<file path="config.mk">
export PLATFORM = sky130hd
export DESIGN_NAME = elevator_controller
export DESIGN_NICKNAME = d
export VERILOG_FILES = /design/src/source/building_pkg.sv /design/src/source/car_pkg.sv /design/src/source/request_register.sv /design/src/source/target_selector.sv /design/src/source/car_motion_fsm.sv /design/src/source/travel_timer.sv /design/src/source/elevator_controller.sv
export SDC_FILE = /design/constraint.sdc
export NUM_CORES = 1
export LEC_CHECK = 0
export ABC_AREA = 1
export BUFFER_PORTS_ARGS = -buffer_cell sky130_fd_sc_hd__buf_2
export CORE_UTILIZATION = 51
export DETAILED_ROUTE_END_ITERATION = 10
export GPL_TIMING_DRIVEN = 1
export PLACE_DENSITY = 0.77
export REMOVE_ABC_BUFFERS = 1
export SLEW_MARGIN = 20
export SYNTH_ARGS = -nofsm -noshare
export SYNTH_HDL_FRONTEND = slang
export SYNTH_SLANG_ARGS = --single-unit
export TNS_END_PERCENT = 50
</file>
<file path="constraint.sdc">
create_clock -name clock -period 3.05 [get_ports clock]
set_input_delay 0.305 -clock clock [delete_from_list [all_inputs] [get_ports clock]]
set_output_delay 0.305 -clock clock [all_outputs]
set_load 0.01 [all_outputs]
</file>
<file path="src/source/building_pkg.sv">
// Building geometry for one car; floor 0 is the ground floor, and masks are LSB first
`default_nettype none

package building_pkg;

    ////////////////////
    // Floor geometry
    ////////////////////

    // Floors served by the car
    localparam int NUM_FLOORS = 11;

    // Wide enough to index every floor
    localparam int FLOOR_W = 4;

    ////////////////////
    // Floor types
    ////////////////////

    // Floor index, 0 up to NUM_FLOORS-1
    typedef logic [FLOOR_W-1:0] floor_t;

    // One bit per floor for requests and lights
    typedef logic [NUM_FLOORS-1:0] floor_mask_t;

endpackage

`default_nettype wire

</file>
<file path="src/source/car_pkg.sv">
// Car states and timing in clock cycles; each timing constant must fit in TIMER_W bits
`default_nettype none

package car_pkg;

    ////////////////////
    // Car states
    ////////////////////

    typedef enum logic [2:0] {
        CAR_IDLE      = 3'd0,
        CAR_MOVE_UP   = 3'd1,
        CAR_MOVE_DOWN = 3'd2,
        CAR_DOOR_OPEN = 3'd3,
        CAR_HALT      = 3'd4
    } car_state_e;

    ////////////////////
    // Timing
    ////////////////////

    // Floor to floor travel
    localparam int TRAVEL_CYCLES = 8;
    // Door dwell at a stop
    localparam int DOOR_CYCLES = 6;

    localparam int TIMER_W = 4;
    typedef logic [TIMER_W-1:0] timer_count_t;

endpackage

`default_nettype wire

</file>
<file path="src/source/request_register.sv">
// Requests stay latched until the car arrives at their floor; power off clears all of them
`default_nettype none

module request_register
    import building_pkg::*;
(
    input  logic        clock,
    input  logic        reset_n,
    input  logic        power_switch,
    input  floor_mask_t hall_call_buttons,
    input  floor_mask_t panel_buttons,
    input  floor_t      current_floor,
    input  logic        arrive,
    output floor_mask_t hall_requests,
    output floor_mask_t panel_requests
);

    floor_mask_t clear_mask;
    floor_mask_t hall_next;
    floor_mask_t panel_next;

    ////////////////////
    // Next request state
    ////////////////////

    always_comb begin
        // Served floor only, and only in the arrival cycle
        if (arrive) begin
            clear_mask = floor_mask_t'(1) << current_floor;
        end else begin
            clear_mask = '0;
        end

        // A press at the served floor during arrival is absorbed
        hall_next  = (hall_requests | hall_call_buttons) & ~clear_mask;
        panel_next = (panel_requests | panel_buttons) & ~clear_mask;
    end

    ////////////////////
    // Request bits
    ////////////////////

    always_ff @(posedge clock or negedge reset_n) begin
        if (!reset_n) begin
            hall_requests  <= '0;
            panel_requests <= '0;
        end else if (!power_switch) begin
            // Power loss drops every call and every light
            hall_requests  <= '0;
            panel_requests <= '0;
        end else begin
            hall_requests  <= hall_next;
            panel_requests <= panel_next;
        end
    end

endmodule

`default_nettype wire

</file>
<file path="src/source/target_selector.sv">
// Combinational; panel requests mask hall calls entirely while any panel request is pending
`default_nettype none

module target_selector
    import building_pkg::*;
(
    input  floor_mask_t hall_requests,
    input  floor_mask_t panel_requests,
    input  floor_t      current_floor,
    input  logic        direction_up,
    output floor_t      target_floor,
    output logic        target_valid
);

    floor_mask_t pick_mask;
    logic        above_found;
    floor_t      above_floor;
    logic        below_found;
    floor_t      below_floor;

    // Panel first, hall calls only when the panel is empty
    assign pick_mask    = (|panel_requests) ? panel_requests : hall_requests;
    assign target_valid = |pick_mask;

    ////////////////////
    // Nearest at or above
    ////////////////////

    // Walk downward so the lowest match is the one kept
    always_comb begin
        above_found = 1'b0;
        above_floor = '0;
        for (int i = NUM_FLOORS - 1; i >= 0; i--) begin
            if (pick_mask[i] && (i >= int'(current_floor))) begin
                above_found = 1'b1;
                above_floor = floor_t'(i);
            end
        end
    end

    ////////////////////
    // Nearest at or below
    ////////////////////

    // Walk upward so the highest match is the one kept
    always_comb begin
        below_found = 1'b0;
        below_floor = '0;
        for (int i = 0; i < NUM_FLOORS; i++) begin
            if (pick_mask[i] && (i <= int'(current_floor))) begin
                below_found = 1'b1;
                below_floor = floor_t'(i);
            end
        end
    end

    ////////////////////
    // Direction preference
    ////////////////////

    // Keep going the same way, turn around only when nothing is ahead
    always_comb begin
        if (direction_up) begin
            target_floor = above_found ? above_floor : below_floor;
        end else begin
            target_floor = below_found ? below_floor : above_floor;
        end
    end

endmodule

`default_nettype wire

</file>
<file path="src/source/car_motion_fsm.sv">
// Target is committed when the car leaves rest; power off beats emergency, which beats buttons
`default_nettype none

module car_motion_fsm
    import building_pkg::*;
    import car_pkg::*;
(
    input  logic   clock,
    input  logic   reset_n,
    input  logic   power_switch,
    input  logic   emergency_btn,
    input  logic   door_open_btn,
    input  logic   door_close_btn,
    input  floor_t target_floor,
    input  logic   target_valid,
    input  logic   expired,
    output floor_t current_floor,
    output logic   direction_up,
    output logic   moving,
    output logic   door_open,
    output logic   arrive,
    output logic   load_travel,
    output logic   load_door,
    output logic   hold
);

    car_state_e state;
    car_state_e state_next;
    car_state_e saved_state;
    floor_t     target_q;
    floor_t     target_next;
    floor_t     floor_next;
    logic       dir_next;
    logic       arrive_next;

    assign moving    = (state == CAR_MOVE_UP) || (state == CAR_MOVE_DOWN);
    assign door_open = (state == CAR_DOOR_OPEN);
    // Freeze the timer already in the cycle emergency shows up, so no expiry is lost
    assign hold = (state == CAR_HALT) || emergency_btn;

    ////////////////////
    // Next state
    ////////////////////

    always_comb begin
        state_next  = state;
        floor_next  = current_floor;
        dir_next    = direction_up;
        target_next = target_q;
        arrive_next = 1'b0;
        load_travel = 1'b0;
        load_door   = 1'b0;

        if (!power_switch) begin
            state_next = CAR_IDLE;
        end else if (emergency_btn) begin
            state_next = CAR_HALT;
        end else begin
            case (state)
                CAR_IDLE: begin
                    if (door_open_btn) begin
                        state_next = CAR_DOOR_OPEN;
                        load_door  = 1'b1;
                    end else if (target_valid) begin
                        target_next = target_floor;
                        if (target_floor == current_floor) begin
                            state_next  = CAR_DOOR_OPEN;
                            arrive_next = 1'b1;
                            load_door   = 1'b1;
                        end else begin
                            load_travel = 1'b1;
                            dir_next    = (target_floor > current_floor);
                            state_next  = (target_floor > current_floor) ? CAR_MOVE_UP
                                                                         : CAR_MOVE_DOWN;
                        end
                    end
                end
                CAR_MOVE_UP, CAR_MOVE_DOWN: begin
                    // One floor per timer expiry
                    if (expired) begin
                        if (state == CAR_MOVE_UP) begin
                            floor_next = current_floor + 1'b1;
                        end else begin
                            floor_next = current_floor - 1'b1;
                        end
                        if (floor_next == target_q) begin
                            state_next  = CAR_DOOR_OPEN;
                            arrive_next = 1'b1;
                            load_door   = 1'b1;
                        end else begin
                            load_travel = 1'b1;
                        end
                    end
                end
                CAR_DOOR_OPEN: begin
                    // Open button wins over close
                    if (door_open_btn) begin
                        load_door = 1'b1;
                    end else if (door_close_btn || expired) begin
                        state_next = CAR_IDLE;
                    end
                end
                CAR_HALT: begin
                    state_next = saved_state;
                end
                default: begin
                    state_next = CAR_IDLE;
                end
            endcase
        end
    end

    ////////////////////
    // Control registers
    ////////////////////

    always_ff @(posedge clock or negedge reset_n) begin
        if (!reset_n) begin
            state         <= CAR_IDLE;
            saved_state   <= CAR_IDLE;
            current_floor <= '0;
            direction_up  <= 1'b0;
            arrive        <= 1'b0;
        end else begin
            state         <= state_next;
            current_floor <= floor_next;
            direction_up  <= dir_next;
            arrive        <= arrive_next;
            // Only a move survives a halt; anything else resumes at rest
            if (state != CAR_HALT) begin
                saved_state <= moving ? state : CAR_IDLE;
            end
        end
    end

    // Committed target
    always_ff @(posedge clock or negedge reset_n) begin
        if (!reset_n) begin
            target_q <= '0;
        end else begin
            target_q <= target_next;
        end
    end

endmodule

`default_nettype wire

</file>
<file path="src/source/travel_timer.sv">
// Expiry is a single cycle pulse; a load restarts the count even when one is running
`default_nettype none

module travel_timer
    import car_pkg::*;
(
    input  logic clock,
    input  logic reset_n,
    input  logic load_travel,
    input  logic load_door,
    input  logic hold,
    output logic expired
);

    timer_count_t count;

    ////////////////////
    // Down counter
    ////////////////////

    always_ff @(posedge clock or negedge reset_n) begin
        if (!reset_n) begin
            count <= '0;
        end else if (load_travel) begin
            count <= timer_count_t'(TRAVEL_CYCLES);
        end else if (load_door) begin
            count <= timer_count_t'(DOOR_CYCLES);
        end else if (!hold && (count != '0)) begin
            count <= count - 1'b1;
        end
    end

    // High in the cycle whose edge takes the count to zero
    assign expired = !hold && (count == timer_count_t'(1));

endmodule

`default_nettype wire

</file>
<file path="src/source/elevator_controller.sv">
// Single car controller; button inputs are synchronous levels, lights mirror pending requests
`default_nettype none

module elevator_controller
    import building_pkg::*;
(
    input  logic        clock,
    input  logic        reset_n,
    input  floor_mask_t hall_call_buttons,
    input  floor_mask_t panel_buttons,
    input  logic        door_open_btn,
    input  logic        door_close_btn,
    input  logic        emergency_btn,
    input  logic        power_switch,
    output floor_t      current_floor,
    output logic        moving,
    output logic        direction_up,
    output logic        door_open,
    output floor_mask_t call_button_lights,
    output floor_mask_t panel_button_lights
);

    floor_t target_floor;
    logic   target_valid;
    logic   arrive;
    logic   load_travel;
    logic   load_door;
    logic   hold;
    logic   expired;

    ////////////////////
    // Requests
    ////////////////////

    // Light outputs double as the request masks
    request_register u_request_register (
        .clock             (clock),
        .reset_n           (reset_n),
        .power_switch      (power_switch),
        .hall_call_buttons (hall_call_buttons),
        .panel_buttons     (panel_buttons),
        .current_floor     (current_floor),
        .arrive            (arrive),
        .hall_requests     (call_button_lights),
        .panel_requests    (panel_button_lights)
    );

    target_selector u_target_selector (
        .hall_requests  (call_button_lights),
        .panel_requests (panel_button_lights),
        .current_floor  (current_floor),
        .direction_up   (direction_up),
        .target_floor   (target_floor),
        .target_valid   (target_valid)
    );

    ////////////////////
    // Car motion
    ////////////////////

    car_motion_fsm u_car_motion_fsm (
        .clock          (clock),
        .reset_n        (reset_n),
        .power_switch   (power_switch),
        .emergency_btn  (emergency_btn),
        .door_open_btn  (door_open_btn),
        .door_close_btn (door_close_btn),
        .target_floor   (target_floor),
        .target_valid   (target_valid),
        .expired        (expired),
        .current_floor  (current_floor),
        .direction_up   (direction_up),
        .moving         (moving),
        .door_open      (door_open),
        .arrive         (arrive),
        .load_travel    (load_travel),
        .load_door      (load_door),
        .hold           (hold)
    );

    travel_timer u_travel_timer (
        .clock       (clock),
        .reset_n     (reset_n),
        .load_travel (load_travel),
        .load_door   (load_door),
        .hold        (hold),
        .expired     (expired)
    );

endmodule

`default_nettype wire

</file>
# == Word level (Yosys, flattened, before mapping) ==
# Cells that the tools add are included.
# W data, S select, Z words.
# word_totals
reg_bits,42
inputBits,28
word_cells,184
out_inout_bits,29
# op_classes
addsub,3
magnitude_cmp,22
n_eq_ne,13
n_reduce_logical,37
muxes,91
n_shift,1
bitwise_logic,8
# op_table
op,count
$mux W4,25
$mux W11,4
$mux W3,14
$mux W1,41
$logic_and A1 B1 Y1,23
$and A11 B11 Y11,2
$or A11 B11 Y11,2
$reduce_or A11 Y1,2
$ge A3 B4 Y1 const A,4
$le A3 B4 Y1 const A,4
$ge A4 B4 Y1 const A,3
$le A4 B4 Y1 const A,3
$ne A4 B3 Y1 const B,3
$pmux W3 S4,1
$not A11 Y11,1
$shl A1 B4 Y11 const A,1
$reduce_and A5 Y1,2
$eq A4 B4 Y1,2
$ge A1 B4 Y1 const A,2
$ge A2 B4 Y1 const A,2
$le A2 B4 Y1 const A,2
$sub A4 B1 Y4 const B,2
$eq A3 B2 Y1 const B,2
$mux W2,3
20 further kinds,25

# == Longest topological paths before layout ==
# logic_depth
ltp_word,25
depth_mapped,29
mapped_depth_nobuf,28

# == Hierarchy ==
# Synthesis repeated with hierarchy kept, for this count alone.
# hier_totals
hier_cells,434
area_unflattened_um2,3014.1
# by_module_without_submodules
module,area_each_um2,seq_area_each_um2,instances,cells_each
car_motion_fsm,1139.8,400.4,1,143
request_register,883.3,550.5,1,101
target_selector,676.9,0.0,1,149
travel_timer,314.1,100.1,1,41

# == Worst setup path after synthesis ==
# No wires, ideal clock.
# synth_timing
path_type,reg2reg
startpoint,register u_car_motion_fsm.current_floor[0]
endpoint,register u_travel_timer.count[3]
stages_incl_launch_ff,22
setup_slack_ns,0.082
n_path_buf,0
period_less_slack_ns,2.968
required_time_ns,2.931
setup_time_ns,0.119
arrival_time_ns,2.849
cell_sequence,dfrtp_1 > inv_1 > ha_1 > inv_1 > nor2_1 > o21ai_0 > nand2_1 > nor2_1 > nand4_1 > a21boi_1 > nand2_1 > nand2_1 > inv_1 > ha_1 > nand3_1 > inv_1 > nor3_1 > nand2_1 > o21ai_1 > nand3_2 > nand4_1 > nand2_1
# synth_between
elab_chain_len,24
elab_cells_between_ends,115
classes_between,add/sub (2); order compare (21); eq/ne (2); mux (68); reduce/logical (22)
# synth_lines
element,line_no,source
"start, declared",car_motion_fsm.sv:17,"output floor_t current_floor,"
"start signal, assigned",car_motion_fsm.sv:126,current_floor <= floor_next;
$ge A4 B4 Y1,target_selector.sv:34,if (pick_mask[i] && (i >= int'(current_floor))) begin
$logic_and A1 B1 Y1,target_selector.sv:34,
$mux W1 or $mux W4 (tied branches) (11 in series),target_selector.sv:34,
"$mux W4, on equally long branches","target_selector.sv:64, target_selector.sv:66",
$mux W4,target_selector.sv:63,if (direction_up) begin
$eq A4 B4 Y1,car_motion_fsm.sv:66,if (target_floor == current_floor) begin
$mux W1,car_motion_fsm.sv:66,
$mux W1,car_motion_fsm.sv:64,end else if (target_valid) begin
$mux W1,car_motion_fsm.sv:61,if (door_open_btn) begin
$pmux W1 S3,car_motion_fsm.sv:59,case (state)
$mux W1,car_motion_fsm.sv:56,end else if (emergency_btn) begin
$mux W1,car_motion_fsm.sv:54,if (!power_switch) begin
$mux W4,travel_timer.sv:26,end else if (load_door) begin
$mux W4,travel_timer.sv:24,end else if (load_travel) begin
"end signal, assigned",travel_timer.sv:25,count <= timer_count_t'(TRAVEL_CYCLES);
"end signal, assigned",travel_timer.sv:27,count <= timer_count_t'(DOOR_CYCLES);
"end signal, assigned",travel_timer.sv:29,count <= count - 1'b1;
"end, declared",travel_timer.sv:15,timer_count_t count;
# Parallel ways exist; a longest one is shown, timed or not. The select of a mux whose other input is x is not followed.
# A chain may end at the register's enable or synchronous reset.

# == Final worst setup path ==
# layout_timing
startpoint,register u_request_register.panel_requests[10]
endpoint,register u_travel_timer.count[2]
# layout_between
elab_chain_len,25
elab_cells_between_ends,86
classes_between,eq/ne (1); mux (61); reduce/logical (24)
# layout_lines
element,line_no,source
"start, declared",request_register.sv:15,output floor_mask_t panel_requests
"start signal, assigned",request_register.sv:53,panel_requests <= panel_next;
$reduce_or A11 Y1,target_selector.sv:22,assign pick_mask = (|panel_requests) ? panel_requests : hall_requests;
$mux W11 *,target_selector.sv:22,
$logic_and A1 B1 Y1,target_selector.sv:34,
$mux W4 or $mux W1 (tied branches) (11 in series),target_selector.sv:34,
"$mux W4, on equally long branches","target_selector.sv:66, target_selector.sv:64",
$mux W4 *,target_selector.sv:63,
named net target_floor[3],elevator_controller.sv:23,floor_t target_floor;
$eq A4 B4 Y1 *,car_motion_fsm.sv:66,
$mux W1,car_motion_fsm.sv:66,
$mux W1,car_motion_fsm.sv:64,
$mux W1,car_motion_fsm.sv:61,
$pmux W1 S3,car_motion_fsm.sv:59,
$mux W1,car_motion_fsm.sv:56,
$mux W1,car_motion_fsm.sv:54,
$mux W4,travel_timer.sv:26,
$mux W4,travel_timer.sv:24,
# The timed path passes the listed nets; every way through them passes the cells marked *.

==> run_results.csv <==
group,metric,value,unit
worst_setup_path,r2r-start,"u_request_register.panel_requests[10]$_DFF_PN0_",
grt,gr-total-overflow,0,
timing,worst_slew_pin_slew,0.981,ns
cells_and_area,syn_to_final_growth,37.2,%
cells_and_area,final_core_util,0.727,
timing,period_minus_slack,3.11,ns
timing,relSlewSlack,0.346,
detailed_routing,wirelength,9630,um
timing,fmax,322,MHz
worst_setup_path,cp-end-kind,"register",
timing,slew_viol_final,0,
synth,synth.most_common_cell,"nand2_1",
pwr,vdd_drop_max,506,uV
detailed_routing,drt-vias-per-instance,5.34,
worst_setup_path,crit_required,3.25,ns
grt,grt_pass1_wl,14600,um
worst_setup_path,worst_ep_arrival_time,3.31,ns
cells_and_area,drive_above_1_share,0.375,
clock_network,cts_hold_buf,0,
synth,yosysUniqueCellTypes,37,
worst_setup_path,crit_path_start_kind,"register",
worst_setup_path,worstPathMaxFanout,7,
timing,finalCritPeriodShare,1.02,
flow_run,maxCapViolCount,0,
cells_and_area,antenna_cells,0,
cells_and_area,fin_nets,631,
status,status,"finished with violations",
floorplan,row_count,28,
detailed_routing,antenna_left,0,
worst_setup_path,r2r_setup_slack,-0.06,ns
grt,grt_use_total,0.295,
synth,syn_inst,481,
clock_network,cts.sinks,42,
synth,syn_avg_cell_area,6.52,um^2
detailed_routing,drcViolationCount,0,
clock_network,clk_latency,0.31,ns
timing,rsz0062_at_grt,"yes",
synth,synthArstFlopShare,1.00,
synth,synthFlopType,"dfrtp_1",
clock_network,cts_buffer_depth,2,
timing,finalSetupViolCount,5,
floorplan,die_h,80.4,um
timing,hold_viol,0,
detailed_routing,post_drt_wl_per_cell,14.5,um
pwr,leakagePower,2.35,nW
synth,synth_top_area_share,0.335,
synth,synth_enable_flop_cells,0,
placement,io_buffer_count,56,
synth,netlist_area,3140,um^2
clock_network,path_clk_slew,0.10,ns
clock_network,cts_tree,"yes",
synth,ys_seq_elements,42,
timing,timing.final.ws_setup,-0.0583,ns
detailed_routing,first_pass_iters,5,
status,violations,"setup timing",
worst_hold_path,hold_class,"input pin to async pin",
clock_network,cts_buffers,5,
pwr,p_total,3.35,mW
floorplan,coreArea,5920,um^2
detailed_routing,dr_total_vias,3544,
worst_setup_path,reg2reg_depth,25,
synth,synth_common_cells,"nand2_1, nor2_1, inv_1",
placement,place_ws,-0.0730,ns
synth,ys_seq_area_frac,0.335,
worst_setup_path,r2r-end,"u_travel_timer.count[2]$_DFFE_PN0P_",
grt,grt_max_degree,43,
placement,dpl.hpwl,6900,um
floorplan,ios,57,
detailed_routing,drtIter0Drc,251,
floorplan,die-area,6470,um^2
placement,gp_congestion,1.04,
grt,antenna_found_initial,0,
clock_network,htreeDepth,2,
clock_network,cts_root_buf,"clkbuf_8",
grt,grt_pass1_vias,3220,
synth,yosysWarnings,0,
floorplan,die_w,80.4,um
timing,timing.hold.ws,0.148,ns
synth,netlist_top_cells_area,"dfrtp_1, nand2_1, nor2_1",
worst_setup_path,worstSetupPathType,"register to register",
floorplan,start_util,0.530,
synth,yosysTopAreaCell,"dfrtp_1",
pwr,power_density,778,nW/um^2
timing,fin_skew,0.0177,ns
-- timing repair --
action / 4_1_cts / 5_1_grt
endpoints found under the hold margin: 0 / 0
pin swaps: 5 / 28
endpoints found under the setup margin: 5 / 7
buffers inserted: 1 / 8
resized for setup: 15 / 86
gates cloned: 0 / 1
-- area by class of cell --
cell class	count	area [um^2]
Tap cell	75	93.8
Timing Repair Buffer	108	713
Clock inverter	3	18.8
Fill cell	469	1620
Inverter	70	265
Clock buffer	5	68.8
Multi-Input combinational cell	361	2090
Sequential cell	42	1050
-- worst max-delay path, stage by stage (launching register included) --
cell and delay (ns):
dfrtp_1 0.38, nor2_1 0.13, nand2_2 0.09, nor2_4 0.18, buf_12 0.16, nand3_2 0.08, nand2_2 0.11, nand2_2 0.09
nand2_4 0.10, nor2_4 0.04, and2_4 0.16, nand2_4 0.06, nand2_2 0.05, nand4_1 0.13, nand2_2 0.10, ha_4 0.26
nand2_4 0.06, inv_2 0.03, nand3_2 0.08, inv_2 0.06, nor3_2 0.14, nand2_1 0.07, o21ai_1 0.10, nand3_2 0.17
nand4_1 0.13, nand2_1 0.06
-- routing by layer --
metal,global-route usage,part of all wire,up-vias
met5,0,0,-
met4,0.0964,0.034,0
met3,0.0330,0.070,37
met2,0.512,0.49,163
met1,0.380,0.40,1632
li1,-,-,1712
-- state kept, by name, summed over array words and instances (netlist names) --
name and cells:
u_request_register.hall_requests 11, u_request_register.panel_requests 11, u_car_motion_fsm.current_floor 4, u_car_motion_fsm.target_q 4, u_travel_timer.count 4, u_car_motion_fsm.saved_state 3
u_car_motion_fsm.state 3, u_car_motion_fsm.arrive 1, u_car_motion_fsm.direction_up 1
-- logic make-up after synthesis --
logic type / share of synthesized area
and+or+nand+nor: 0.393
buffers and inverters: 0.103
AOI/OAI and AO/OA: 0.0870
DFF: 0.335
adders and majority gates: 0.0599
xor gates and xnor gates: 0.0219
-- cell usage in the layout, fill, tap and decap left out, types with 14 or more instances in the layout --
cell / synthesis / routed
nand3_1: 30 / 19
nand2_2: 2 / 35
dfrtp_1: 42 / 39
nor2_1: 84 / 77
buf_2: 1 / 56
nand2_1: 146 / 107
buf_4: 2 / 49
o21ai_0: 16 / 14
inv_1: 67 / 57
-- how the worst max path moves through the flow --
stage | cells after the start | slack (ns) | end | startpoint
after floorplan | 24 | 0.07 | u_travel_timer.count[3]$_DFFE_PN0P_ | u_request_register.panel_requests[3]$_DFF_PN0_
after global placement | 23 | 0.01 | u_travel_timer.count[3]$_DFFE_PN0P_ | u_car_motion_fsm.current_floor[1]$_DFFE_PN0P_
after detailed placement | 24 | -0.07 | u_travel_timer.count[2]$_DFFE_PN0P_ | u_car_motion_fsm.current_floor[0]$_DFFE_PN0P_
after CTS | 25 | -0.001 | u_travel_timer.count[3]$_DFFE_PN0P_ | u_request_register.panel_requests[6]$_DFF_PN0_
after global routing | 23 | -0.29 | u_travel_timer.count[1]$_DFFE_PN0P_ | u_car_motion_fsm.current_floor[0]$_DFFE_PN0P_
final | 25 | -0.06 | u_travel_timer.count[2]$_DFFE_PN0P_ | u_request_register.panel_requests[10]$_DFF_PN0_
-- report_power, final --
group | switching, mW | total [mW] | internal (mW) | leakage, nW
Combinational | 1.22 | 2.17 | 0.945 | 1.77
Sequential | 0.128 | 0.801 | 0.673 | 0.528
Clock | 0.217 | 0.378 | 0.162 | 0.0483
-- metrics by stage --
stage               instance area, um^2  cells  TNS [ns]
floorplan                          3070    473         0
global placement                   3790    646         0
detailed placement                 3790    646    -0.240
CTS                                3920    655  -0.00249
global route                       4300    664     -1.53
finish                             4300    664    -0.184
Power figures use the tool's default switching activity.
